## config.mk

```make
export PLATFORM = sky130hd
export DESIGN_NAME = tk1
export DESIGN_NICKNAME = d
export VERILOG_FILES = /design/src/design/tk1_pkg.sv /design/src/design/tk1_reg_if.sv /design/src/design/tk1.sv /design/src/design/tk1_apb_slave.sv /design/src/design/tk1_led_blink.sv /design/src/design/tk1_regs.sv /design/src/design/tk1_sec_monitor.sv
export VERILOG_INCLUDE_DIRS = /design/src /design/src/design
export SDC_FILE = /design/constraint.sdc
export NUM_CORES = 1
export LEC_CHECK = 0
export BUFFER_PORTS_ARGS = -buffer_cell sky130_fd_sc_hd__buf_2
export CORE_AREA = 2 2 187 189
export CTS_CLUSTER_SIZE = 28
export DETAILED_ROUTE_END_ITERATION = 12
export DIE_AREA = 0 0 189 191
export PLACE_DENSITY = 0.82
export SYNTH_ARGS = -nofsm -noshare
export SYNTH_HDL_FRONTEND = slang
export SYNTH_HIERARCHICAL = 1
export SYNTH_SLANG_ARGS = --single-unit
```

## constraint.sdc

```tcl
create_clock -name clk -period 11.9 [get_ports clk]
set_input_delay 1.19 -clock clk [delete_from_list [all_inputs] [get_ports clk]]
set_output_delay 1.19 -clock clk [all_outputs]
set_load 0.02 [all_outputs]
```

## src/design/tk1_config.svh

```systemverilog
// Register map, identification words and memory map limits, included by RTL and bench
`ifndef TK1_CONFIG_SVH
`define TK1_CONFIG_SVH

// Register word addresses
`define TK1_ADDR_NAME0       8'h00
`define TK1_ADDR_NAME1       8'h01
`define TK1_ADDR_VERSION     8'h02
`define TK1_ADDR_LED         8'h09
`define TK1_ADDR_GPIO        8'h0a
`define TK1_ADDR_APP_START   8'h0c
`define TK1_ADDR_APP_SIZE    8'h0d
`define TK1_ADDR_CDI_FIRST   8'h20
`define TK1_ADDR_CDI_LAST    8'h27
`define TK1_ADDR_MON_CTRL    8'h60
`define TK1_ADDR_MON_FIRST   8'h61
`define TK1_ADDR_MON_LAST    8'h62

// Identification words, "tk1 " and "mkdf" in ASCII
`define TK1_NAME0            32'h746b3120
`define TK1_NAME1            32'h6d6b6466
`define TK1_VERSION          32'h00000006

// Memory map limits
`define TK1_FW_ROM_LAST      32'h00001fff
`define TK1_FW_RAM_FIRST     32'hd0000000
`define TK1_FW_RAM_LAST      32'hd0000fff
`define TK1_ROM_ADDR_BITS    13
`define TK1_RAM_ADDR_BITS    17

// MMIO block numbers (address bits 29:24)
`define TK1_MMIO_TRNG_ID     6'h00
`define TK1_MMIO_TIMER_ID    6'h01
`define TK1_MMIO_UDS_ID      6'h02
`define TK1_MMIO_UART_ID     6'h03
`define TK1_MMIO_TOUCH_ID    6'h04
`define TK1_MMIO_FW_RAM_ID   6'h10
`define TK1_MMIO_SYSCALL_ID  6'h21
`define TK1_MMIO_TK1_ID      6'h3f

// Valid offset bits per MMIO block
`define TK1_MMIO_TRNG_BITS     10
`define TK1_MMIO_TIMER_BITS    10
`define TK1_MMIO_UDS_BITS      5
`define TK1_MMIO_UART_BITS     10
`define TK1_MMIO_TOUCH_BITS    10
`define TK1_MMIO_FW_RAM_BITS   12
`define TK1_MMIO_SYSCALL_BITS  2
`define TK1_MMIO_TK1_BITS      10

// Trap blink counter width
`define TK1_BLINK_WIDTH_DEFAULT 24

`endif

```

## src/design/tk1_pkg.sv

```systemverilog
// Shared types of the tk1 core, imported by the RTL modules and the bench
`default_nettype none

package tk1_pkg;

  //--------------------------------------------------------------------
  // Bus types
  //--------------------------------------------------------------------

  // Register word address on the APB side
  typedef logic [7:0] reg_addr_t;

  // Data word, also used for CPU addresses
  typedef logic [31:0] word_t;

  //--------------------------------------------------------------------
  // Register contents
  //--------------------------------------------------------------------

  // LED field, red in bit 2 down to blue in bit 0
  typedef struct packed {
    logic r;
    logic g;
    logic b;
  } led_t;

  // Execution-forbidden window, inclusive bounds
  typedef struct packed {
    logic  en;
    word_t first;
    word_t last;
  } exec_window_t;

endpackage

`default_nettype wire

```

## src/design/tk1_reg_if.sv

```systemverilog
// Single-cycle register access bus between the APB slave and the register file
`timescale 1ns/1ps
`default_nettype none

interface tk1_reg_if;
  import tk1_pkg::*;

  // Write strobe, one cycle per APB write
  logic      wr_en;
  // High during the access cycle of a read
  logic      rd_en;
  reg_addr_t addr;
  word_t     wdata;
  word_t     rdata;

  // Bus side, owned by the APB slave
  modport bus (
    output wr_en,
    output rd_en,
    output addr,
    output wdata,
    input  rdata
  );

  // Register side
  modport regs (
    input  wr_en,
    input  rd_en,
    input  addr,
    input  wdata,
    output rdata
  );

endinterface

`default_nettype wire

```

## src/design/tk1.sv

```systemverilog
// Top level of the tk1 information, debug and control core with plain APB and CPU ports
`timescale 1ns/1ps
`default_nettype none

`include "tk1_config.svh"

module tk1 #(
  parameter tk1_pkg::word_t app_size_init = 32'h0,
  parameter int             blink_width   = `TK1_BLINK_WIDTH_DEFAULT
) (
  input  wire                clk,
  input  wire                reset_n,

  // APB slave
  input  wire                psel,
  input  wire                penable,
  input  wire                pwrite,
  input  tk1_pkg::reg_addr_t paddr,
  input  tk1_pkg::word_t     pwdata,
  output tk1_pkg::word_t     prdata,
  output logic               pready,

  // CPU side
  input  wire                cpu_valid,
  input  wire                cpu_instr,
  input  wire                cpu_trap,
  input  wire                syscall,
  input  tk1_pkg::word_t     cpu_addr,
  output logic               force_trap,
  output logic               fw_startup_done,
  output logic               app_mode,

  // GPIO and LEDs
  input  wire  [1:0]         gpio_in,
  output logic [1:0]         gpio_out,
  output logic               led_r,
  output logic               led_g,
  output logic               led_b
);
  import tk1_pkg::*;

  exec_window_t exec_window;
  led_t         led_state;

  tk1_reg_if reg_bus ();

  tk1_apb_slave apb0 (
    .psel    (psel),
    .penable (penable),
    .pwrite  (pwrite),
    .paddr   (paddr),
    .pwdata  (pwdata),
    .prdata  (prdata),
    .pready  (pready),
    .bus     (reg_bus)
  );

  tk1_regs #(
    .app_size_init (app_size_init)
  ) regs0 (
    .clk         (clk),
    .reset_n     (reset_n),
    .regs        (reg_bus),
    .app_mode    (app_mode),
    .gpio_in     (gpio_in),
    .gpio_out    (gpio_out),
    .led_state   (led_state),
    .exec_window (exec_window)
  );

  tk1_sec_monitor mon0 (
    .clk             (clk),
    .reset_n         (reset_n),
    .cpu_valid       (cpu_valid),
    .cpu_instr       (cpu_instr),
    .cpu_addr        (cpu_addr),
    .syscall         (syscall),
    .exec_window     (exec_window),
    .force_trap      (force_trap),
    .fw_startup_done (fw_startup_done),
    .app_mode        (app_mode)
  );

  tk1_led_blink #(
    .blink_width (blink_width)
  ) led0 (
    .clk       (clk),
    .reset_n   (reset_n),
    .cpu_trap  (cpu_trap),
    .led_state (led_state),
    .led_r     (led_r),
    .led_g     (led_g),
    .led_b     (led_b)
  );

endmodule

`default_nettype wire

```

## src/design/tk1_apb_slave.sv

```systemverilog
// APB slave front end, turns each access cycle into one register read or write
`timescale 1ns/1ps
`default_nettype none

module tk1_apb_slave (
  input  wire               psel,
  input  wire               penable,
  input  wire               pwrite,
  input  tk1_pkg::reg_addr_t paddr,
  input  tk1_pkg::word_t    pwdata,
  output tk1_pkg::word_t    prdata,
  output logic              pready,
  tk1_reg_if.bus            bus
);

  logic access;

  //--------------------------------------------------------------------
  // Access phase decode
  //--------------------------------------------------------------------

  // Access cycle is the second cycle of a transfer
  assign access = psel & penable;

  assign bus.wr_en = access & pwrite;
  assign bus.rd_en = access & ~pwrite;
  assign bus.addr  = paddr;
  assign bus.wdata = pwdata;

  // Read data comes straight from the register mux
  assign prdata = bus.rdata;

  // No wait states, ready as soon as the slave is selected
  assign pready = psel;

  //--------------------------------------------------------------------
  // Checks
  //--------------------------------------------------------------------

  // The setup cycle must precede every access cycle, so pready is already
  // high when penable rises
  a_ready_on_enable : assert property (@(posedge penable) pready)
    else $error("pready low while penable high");

endmodule

`default_nettype wire

```

## src/design/tk1_led_blink.sv

```systemverilog
// LED output stage, blinks red while the CPU is trapped and shows the LED register otherwise
`timescale 1ns/1ps
`default_nettype none

`include "tk1_config.svh"

module tk1_led_blink #(
  parameter int blink_width = `TK1_BLINK_WIDTH_DEFAULT
) (
  input  wire           clk,
  input  wire           reset_n,
  input  wire           cpu_trap,
  input  tk1_pkg::led_t led_state,
  output logic          led_r,
  output logic          led_g,
  output logic          led_b
);

  logic [blink_width-1:0] cnt_q;
  logic                   blink_q;

  // Free-running counter, blink bit toggles on each wrap
  always_ff @(posedge clk) begin
    if (!reset_n) begin
      cnt_q   <= '0;
      blink_q <= 1'b0;
    end else begin
      cnt_q <= cnt_q + 1'b1;
      if (&cnt_q) begin
        blink_q <= ~blink_q;
      end
    end
  end

  // Trap overrides the register, red only
  assign led_r = cpu_trap ? blink_q : led_state.r;
  assign led_g = cpu_trap ? 1'b0 : led_state.g;
  assign led_b = cpu_trap ? 1'b0 : led_state.b;

endmodule

`default_nettype wire

```

## src/design/tk1_regs.sv

```systemverilog
// Register file of the tk1 core with its write rules and the read multiplexer
`timescale 1ns/1ps
`default_nettype none

`include "tk1_config.svh"

module tk1_regs #(
  parameter tk1_pkg::word_t app_size_init = 32'h0
) (
  input  wire                    clk,
  input  wire                    reset_n,
  tk1_reg_if.regs                regs,
  input  wire                    app_mode,
  input  wire  [1:0]             gpio_in,
  output logic [1:0]             gpio_out,
  output tk1_pkg::led_t          led_state,
  output tk1_pkg::exec_window_t  exec_window
);
  import tk1_pkg::*;

  led_t         led_q;
  logic [1:0]   gpio_meta_q;
  logic [1:0]   gpio_sync_q;
  logic [1:0]   gpio_out_q;
  word_t        app_start_q;
  word_t        app_size_q;
  word_t        cdi_q [0:7];
  exec_window_t win_q;

  logic         led_we;
  logic         gpio_we;
  logic         app_start_we;
  logic         app_size_we;
  logic         cdi_we;
  logic         mon_ctrl_we;
  logic         mon_first_we;
  logic         mon_last_we;
  logic         in_cdi;
  word_t        rd_mux;

  //--------------------------------------------------------------------
  // Write decode
  //--------------------------------------------------------------------

  assign in_cdi = (regs.addr >= `TK1_ADDR_CDI_FIRST) &&
                  (regs.addr <= `TK1_ADDR_CDI_LAST);

  always_comb begin
    led_we       = 1'b0;
    gpio_we      = 1'b0;
    app_start_we = 1'b0;
    app_size_we  = 1'b0;
    cdi_we       = 1'b0;
    mon_ctrl_we  = 1'b0;
    mon_first_we = 1'b0;
    mon_last_we  = 1'b0;

    if (regs.wr_en) begin
      // LED and GPIO stay writable from the application
      led_we  = (regs.addr == `TK1_ADDR_LED);
      gpio_we = (regs.addr == `TK1_ADDR_GPIO);

      // Firmware only
      app_start_we = (regs.addr == `TK1_ADDR_APP_START) && !app_mode;
      app_size_we  = (regs.addr == `TK1_ADDR_APP_SIZE) && !app_mode;
      cdi_we       = in_cdi && !app_mode;

      // Window bounds lock once the monitor is enabled
      mon_ctrl_we  = (regs.addr == `TK1_ADDR_MON_CTRL);
      mon_first_we = (regs.addr == `TK1_ADDR_MON_FIRST) && !win_q.en;
      mon_last_we  = (regs.addr == `TK1_ADDR_MON_LAST) && !win_q.en;
    end
  end

  //--------------------------------------------------------------------
  // Register state
  //--------------------------------------------------------------------

  always_ff @(posedge clk) begin
    if (!reset_n) begin
      led_q       <= 3'b110;
      gpio_meta_q <= 2'b00;
      gpio_sync_q <= 2'b00;
      gpio_out_q  <= 2'b00;
      app_start_q <= '0;
      app_size_q  <= app_size_init;
      win_q       <= '0;
      for (int i = 0; i < 8; i++) begin
        cdi_q[i] <= '0;
      end
    end else begin
      // Two-stage synchronizer on the GPIO inputs
      gpio_meta_q <= gpio_in;
      gpio_sync_q <= gpio_meta_q;

      if (led_we) begin
        led_q <= regs.wdata[2:0];
      end
      if (gpio_we) begin
        gpio_out_q <= regs.wdata[3:2];
      end
      if (app_start_we) begin
        app_start_q <= regs.wdata;
      end
      if (app_size_we) begin
        app_size_q <= regs.wdata;
      end
      if (cdi_we) begin
        cdi_q[regs.addr[2:0]] <= regs.wdata;
      end

      // Sticky enable, any write sets it
      if (mon_ctrl_we) begin
        win_q.en <= 1'b1;
      end
      if (mon_first_we) begin
        win_q.first <= regs.wdata;
      end
      if (mon_last_we) begin
        win_q.last <= regs.wdata;
      end
    end
  end

  assign gpio_out    = gpio_out_q;
  assign led_state   = led_q;
  assign exec_window = win_q;

  //--------------------------------------------------------------------
  // Read multiplexer
  //--------------------------------------------------------------------

  always_comb begin
    rd_mux = '0;
    case (regs.addr)
      `TK1_ADDR_NAME0:     rd_mux = `TK1_NAME0;
      `TK1_ADDR_NAME1:     rd_mux = `TK1_NAME1;
      `TK1_ADDR_VERSION:   rd_mux = `TK1_VERSION;
      `TK1_ADDR_LED:       rd_mux = {29'h0, led_q};
      `TK1_ADDR_GPIO:      rd_mux = {28'h0, gpio_out_q, gpio_sync_q};
      `TK1_ADDR_APP_START: rd_mux = app_start_q;
      `TK1_ADDR_APP_SIZE:  rd_mux = app_size_q;
      default: begin
        if (in_cdi) begin
          rd_mux = cdi_q[regs.addr[2:0]];
        end
      end
    endcase
  end

  // Zero outside read access cycles
  assign regs.rdata = regs.rd_en ? rd_mux : '0;

  //--------------------------------------------------------------------
  // Checks
  //--------------------------------------------------------------------

  a_window_en_sticky : assert property (@(posedge clk) (win_q.en && reset_n) |=> win_q.en)
    else $error("exec window enable cleared without reset");

endmodule

`default_nettype wire

```

## src/design/tk1_sec_monitor.sv

```systemverilog
// Security monitor, tracks privilege and raises a sticky trap on illegal CPU accesses
`timescale 1ns/1ps
`default_nettype none

`include "tk1_config.svh"

module tk1_sec_monitor (
  input  wire                   clk,
  input  wire                   reset_n,
  input  wire                   cpu_valid,
  input  wire                   cpu_instr,
  input  tk1_pkg::word_t        cpu_addr,
  input  wire                   syscall,
  input  tk1_pkg::exec_window_t exec_window,
  output logic                  force_trap,
  output logic                  fw_startup_done,
  output logic                  app_mode
);
  import tk1_pkg::*;

  // Region codes in address bits 31:30
  localparam logic [1:0] REGION_ROM  = 2'b00;
  localparam logic [1:0] REGION_RAM  = 2'b01;
  localparam logic [1:0] REGION_RSVD = 2'b10;
  localparam logic [1:0] REGION_MMIO = 2'b11;

  logic       fw_done_q;
  logic       trap_q;
  logic       map_bad;
  logic       mmio_bad;
  logic       exec_bad;
  logic       trap_set;
  logic       fw_done_set;
  logic [1:0] region;

  // True when the block offset uses bits above the block size
  function automatic logic over_size(word_t addr, int unsigned bits);
    logic [23:0] offset;
    offset = addr[23:0];
    return (offset >> bits) != 24'h0;
  endfunction

  //--------------------------------------------------------------------
  // Memory map check
  //--------------------------------------------------------------------

  assign region = cpu_addr[31:30];

  always_comb begin
    case (cpu_addr[29:24])
      `TK1_MMIO_TRNG_ID:    mmio_bad = over_size(cpu_addr, `TK1_MMIO_TRNG_BITS);
      `TK1_MMIO_TIMER_ID:   mmio_bad = over_size(cpu_addr, `TK1_MMIO_TIMER_BITS);
      `TK1_MMIO_UDS_ID:     mmio_bad = over_size(cpu_addr, `TK1_MMIO_UDS_BITS);
      `TK1_MMIO_UART_ID:    mmio_bad = over_size(cpu_addr, `TK1_MMIO_UART_BITS);
      `TK1_MMIO_TOUCH_ID:   mmio_bad = over_size(cpu_addr, `TK1_MMIO_TOUCH_BITS);
      `TK1_MMIO_FW_RAM_ID:  mmio_bad = over_size(cpu_addr, `TK1_MMIO_FW_RAM_BITS);
      `TK1_MMIO_SYSCALL_ID: mmio_bad = over_size(cpu_addr, `TK1_MMIO_SYSCALL_BITS);
      `TK1_MMIO_TK1_ID:     mmio_bad = over_size(cpu_addr, `TK1_MMIO_TK1_BITS);
      // Unassigned block numbers
      default:              mmio_bad = 1'b1;
    endcase
  end

  always_comb begin
    case (region)
      REGION_ROM:  map_bad = |cpu_addr[29:`TK1_ROM_ADDR_BITS];
      REGION_RAM:  map_bad = |cpu_addr[29:`TK1_RAM_ADDR_BITS];
      REGION_RSVD: map_bad = 1'b1;
      REGION_MMIO: map_bad = mmio_bad;
      default:     map_bad = 1'b1;
    endcase
  end

  //--------------------------------------------------------------------
  // Instruction fetch checks
  //--------------------------------------------------------------------

  always_comb begin
    exec_bad = 1'b0;
    if ((cpu_addr >= `TK1_FW_RAM_FIRST) && (cpu_addr <= `TK1_FW_RAM_LAST)) begin
      exec_bad = 1'b1;
    end
    // ROM starts at address zero, so only the upper bound matters
    if (app_mode && (cpu_addr <= `TK1_FW_ROM_LAST)) begin
      exec_bad = 1'b1;
    end
    if (exec_window.en && (cpu_addr >= exec_window.first) &&
        (cpu_addr <= exec_window.last)) begin
      exec_bad = 1'b1;
    end
  end

  assign trap_set    = cpu_valid & (map_bad | (cpu_instr & exec_bad));
  assign fw_done_set = cpu_valid & cpu_instr & (cpu_addr > `TK1_FW_ROM_LAST);

  //--------------------------------------------------------------------
  // Sticky flags
  //--------------------------------------------------------------------

  always_ff @(posedge clk) begin
    if (!reset_n) begin
      fw_done_q <= 1'b0;
      trap_q    <= 1'b0;
    end else begin
      if (fw_done_set) begin
        fw_done_q <= 1'b1;
      end
      if (trap_set) begin
        trap_q <= 1'b1;
      end
    end
  end

  assign force_trap      = trap_q;
  assign fw_startup_done = fw_done_q;
  // Syscall lends firmware rights back while it is high
  assign app_mode        = fw_done_q & ~syscall;

  a_trap_sticky : assert property (@(posedge clk) (trap_q && reset_n) |=> trap_q)
    else $error("force_trap cleared without reset");

endmodule

`default_nettype wire

```

==> flow_summary.json <==
{
  "outcome": "completed",
  "critical_path_class": "in -> out",
  "core.rowCount": 68,
  "period_needed_ns": 5.64,
  "cts_tree": "built",
  "grt_max_degree": 104,
  "top_layer": "met5",
  "post_cts_buffers": 0,
  "overflow": 0,
  "max_stage_delay_ns": 0.82,
  "hold_path.class": "reg -> reg",
  "clock_skew_ns": 0.0110,
  "root_buffer": "clkbuf_16",
  "synth-seq-cells": 421,
  "synthArstFlopShare": 0,
  "ys.flop_type": "edfxtp_1",
  "min_to": "regs0/app_start_q[6]$_SDFFE_PN0P_",
  "synth_cells": 1901,
  "drive_gt1_frac": 0.182,
  "dr_total_vias": 15000,
  "io_pins": 124,
  "drv_slew": 0,
  "grt_usage": 0.308,
  "cp_top_family": "buffers and inverters",
  "initial_core_util": 0.630,
  "netlist_area_sq_um": 21500,
  "route.detailed.drc": 0,
  "maxCapViolCount": 0,
  "worstMarginPinSlew_ns": 1.15,
  "drt.antenna.violating_nets": 0,
  "yosysSeqAreaShare": 0.511,
  "area_delta_synth_final_pct": 8.20,
  "ff2ff_path_depth": 5,
  "power_frac_seq": 0.500,
  "required_ns": 10.71,
  "gp_congestion": 0.877,
  "end_kind": "output port",
  "cts_hold_buffers": 0,
  "hold_path_startpoint": "regs0/app_start_q[6]$_SDFFE_PN0P_",
  "synth-edff-count": 256,
  "io_buffers": 123,
  "wl_um": 55600,
  "clkLatencyLatePin_ns": 0.55,
  "cpMaxStageDelayCell": "o21ai_0",
  "r2r-start": "mon0/fw_startup_done$_SDFFE_PN0P_",
  "worstPathArrival_ns": 4.45,
  "whs_path_depth": 2,
  "swShare": 0.224,
  "synth_area_leaders": "edfxtp_1 36%, dfxtp_1 15%, mux2i_1 6.3%, and2_1 5.8%, ha_1 3.8%",
  "cts_buffer_depth": 3,
  "syn_nets": 2049,
  "first_iter_violations": 1501,
  "nNetsFinal": 2029,
  "worst-path-buf-inv": 4,
  "cts_made_buffers": 43,
  "crit_chain": "buf_2 -> buf_4 -> or2_2 -> nor2_1 -> o21ai_0 -> buf_4 -> o221a_1 -> buf_2",
  "synth_top_area_share": 0.358,
  "cts_resized": 0,
  "finalCritPeriodShare": 0.474,
  "die_height_um": 191,
  "fin_setup_tns_ns": 0,
  "vdd.ir_drop.worst_v": 0.000102,
  "crit_fanout": 35,
  "setup_slack_ns": 6.26,
  "ys_warn_count": 6,
  "drtPass1Iterations": 7,
  "die_w_um": 189,
  "slew_headroom": 0.234,
  "htree_levels": 2,
  "comb_power_share": 0.070,
  "place_worst_setup_slack_ns": 6.28,
  "clk_pin_slew_ns": 0.06,
  "grt_pass1_vias": 15000,
  "synthDistinctLibCells": 62,
  "regToRegSetupSlack_ns": 8.82,
  "whs_ns": 0.454,
  "wl_per_cell_um": 23.5,
  "synth.avg_cell_area_sq_um": 11.3,
  "critPathLaunchType": "input port",
  "dieArea_sq_um": 36100,
  "grt_pass1_wl_um": 84300,
  "power.leakage_nw": 8.72,
  "core_sq_um": 34100,
  "cts.sinks": 421,
  "p_switching_mw": 0.710,
  "met3_length_um": 5000,
  "power.share.clock": 0.430,
  "dpl.hpwl_um": 33700,
  "p_int_mw": 2.47,
  "vias_per_cell": 6.33,
  "r2r-end": "regs0/cdi_q[0][21]$_SDFFCE_PN0P_",
  "synth_top_cell_by_area": "edfxtp_1",
  "wl_met2_um": 26900,
  "grt_antenna_before_repair": 1,
  "power-per-cell-area_nw_per_um2": 137,
  "rsz0062_at_grt": "no",
  "hold_violations": 0,
  "setup_violations": 0,
  "path_depth": 8,
  "power_mw": 3.18,
  "met1_length_um": 21100,
  "max_freq_mhz": 177
}
==> sequential cells by signal (all words and copies together), names as in the netlist <==
| signal | flops |
|---|---|
| mon0/fw_startup_done | 1 |
| regs0/led_state | 3 |
| regs0/gpio_sync_q | 2 |
| led0/cnt_q | 24 |
| mon0/force_trap | 1 |
| regs0/gpio_out | 2 |
| regs0/cdi_q | 256 |
| regs0/exec_window | 65 |
| regs0/app_start_q | 32 |
| regs0/gpio_meta_q | 2 |
| led0/blink_q | 1 |
| regs0/app_size_q | 32 |
==> cell usage in the layout (no fill, tap or decap), types with 41 or more instances in the layout <==
cell	n
nand2_1	109
clkbuf_16	45
mux2_2	62
nor2_1	52
edfxtp_1	256
inv_1	73
a21oi_1	41
o22ai_1	44
mux2i_1	135
and3_1	69
buf_2	121
and2_1	198
nor2b_1	108
ha_1	65
dfxtp_1	165
==> cell type report <==
cell class | count | area (sq um)
clock inverters | 21 | 205
diodes | 1 | 2.50
inverters | 74 | 278
flip-flops and latches | 421 | 11000
clock buffers | 58 | 1220
repair buffers | 151 | 831
fillers | 2371 | 10900
multi-input cells | 1190 | 9160
well taps | 455 | 569
==> power groups by stage <==
stage / clock, mW / sequential (mW) / combinational, mW
finish: 1.37 / 1.59 / 0.221
global route: 1.43 / 1.59 / 0.235
CTS: 1.37 / 1.59 / 0.217
detailed placement: 0 / 1.62 / 0.216
global placement: 0 / 1.62 / 0.210
floorplan: 0 / 1.62 / 0.148
==> routing by layer <==
metal	GRT usage	vias to the layer above
met1	0.384	7319
met3	0.0527	199
met5	0	-
li1	-	6640
met4	0.157	2
met2	0.518	851
==> worst max path at each step <==
stage | startpoint | to
floorplan | paddr[1] | regs0/cdi_q[3][0]$_SDFFCE_PN0P_
global placement | paddr[0] | prdata[27]
detailed placement | paddr[0] | prdata[27]
CTS | paddr[0] | prdata[27]
global route | paddr[0] | prdata[27]
finish | paddr[0] | prdata[27]
==> cell usage after synthesis, types with 20 or more instances <==
master / count
nand2_1: 109
a21oi_1: 41
buf_4: 82
nor2_1: 56
nor2b_1: 110
mux2_2: 62
a21boi_0: 29
edfxtp_1: 256
mux2i_1: 135
mux4_2: 34
clkbuf_1: 101
o22ai_1: 44
and2_1: 198
buf_2: 23
ha_1: 65
inv_1: 73
nand3_1: 20
dfxtp_1: 165
nor3_1: 32
o21ai_0: 31
and3_1: 69
==> worst min-delay path, cell delays in order (launching register included) <==
cell and delay (ns):
dfxtp_1 0.31, nand2_1 0.05, a21boi_1 0.05
==> cells by family (layout without fill, tap and decap cells) <==
logic type	Yosys count	in the layout	synth area share
multiplexers	231	231	0.131
XOR/XNOR	13	13	0.00530
adder cells (fa/ha/maj)	65	65	0.0378
AND/OR/NAND/NOR	668	668	0.179
buffers and inverters	290	304	0.0688
other	0	1	0
AO/OA/AOI/OAI	213	213	0.0669
flip-flops	421	421	0.511
==> metrics by stage <==
stage	std cells	cell area, sq um	util
finish	2371	23300	0.682
global route	2370	23300	0.682
CTS	2370	23300	0.682
detailed placement	2291	21800	0.640
global placement	2291	21800	0.640
floorplan	1901	21500	-
No activity file was read; power rests on OpenSTA's default activity.
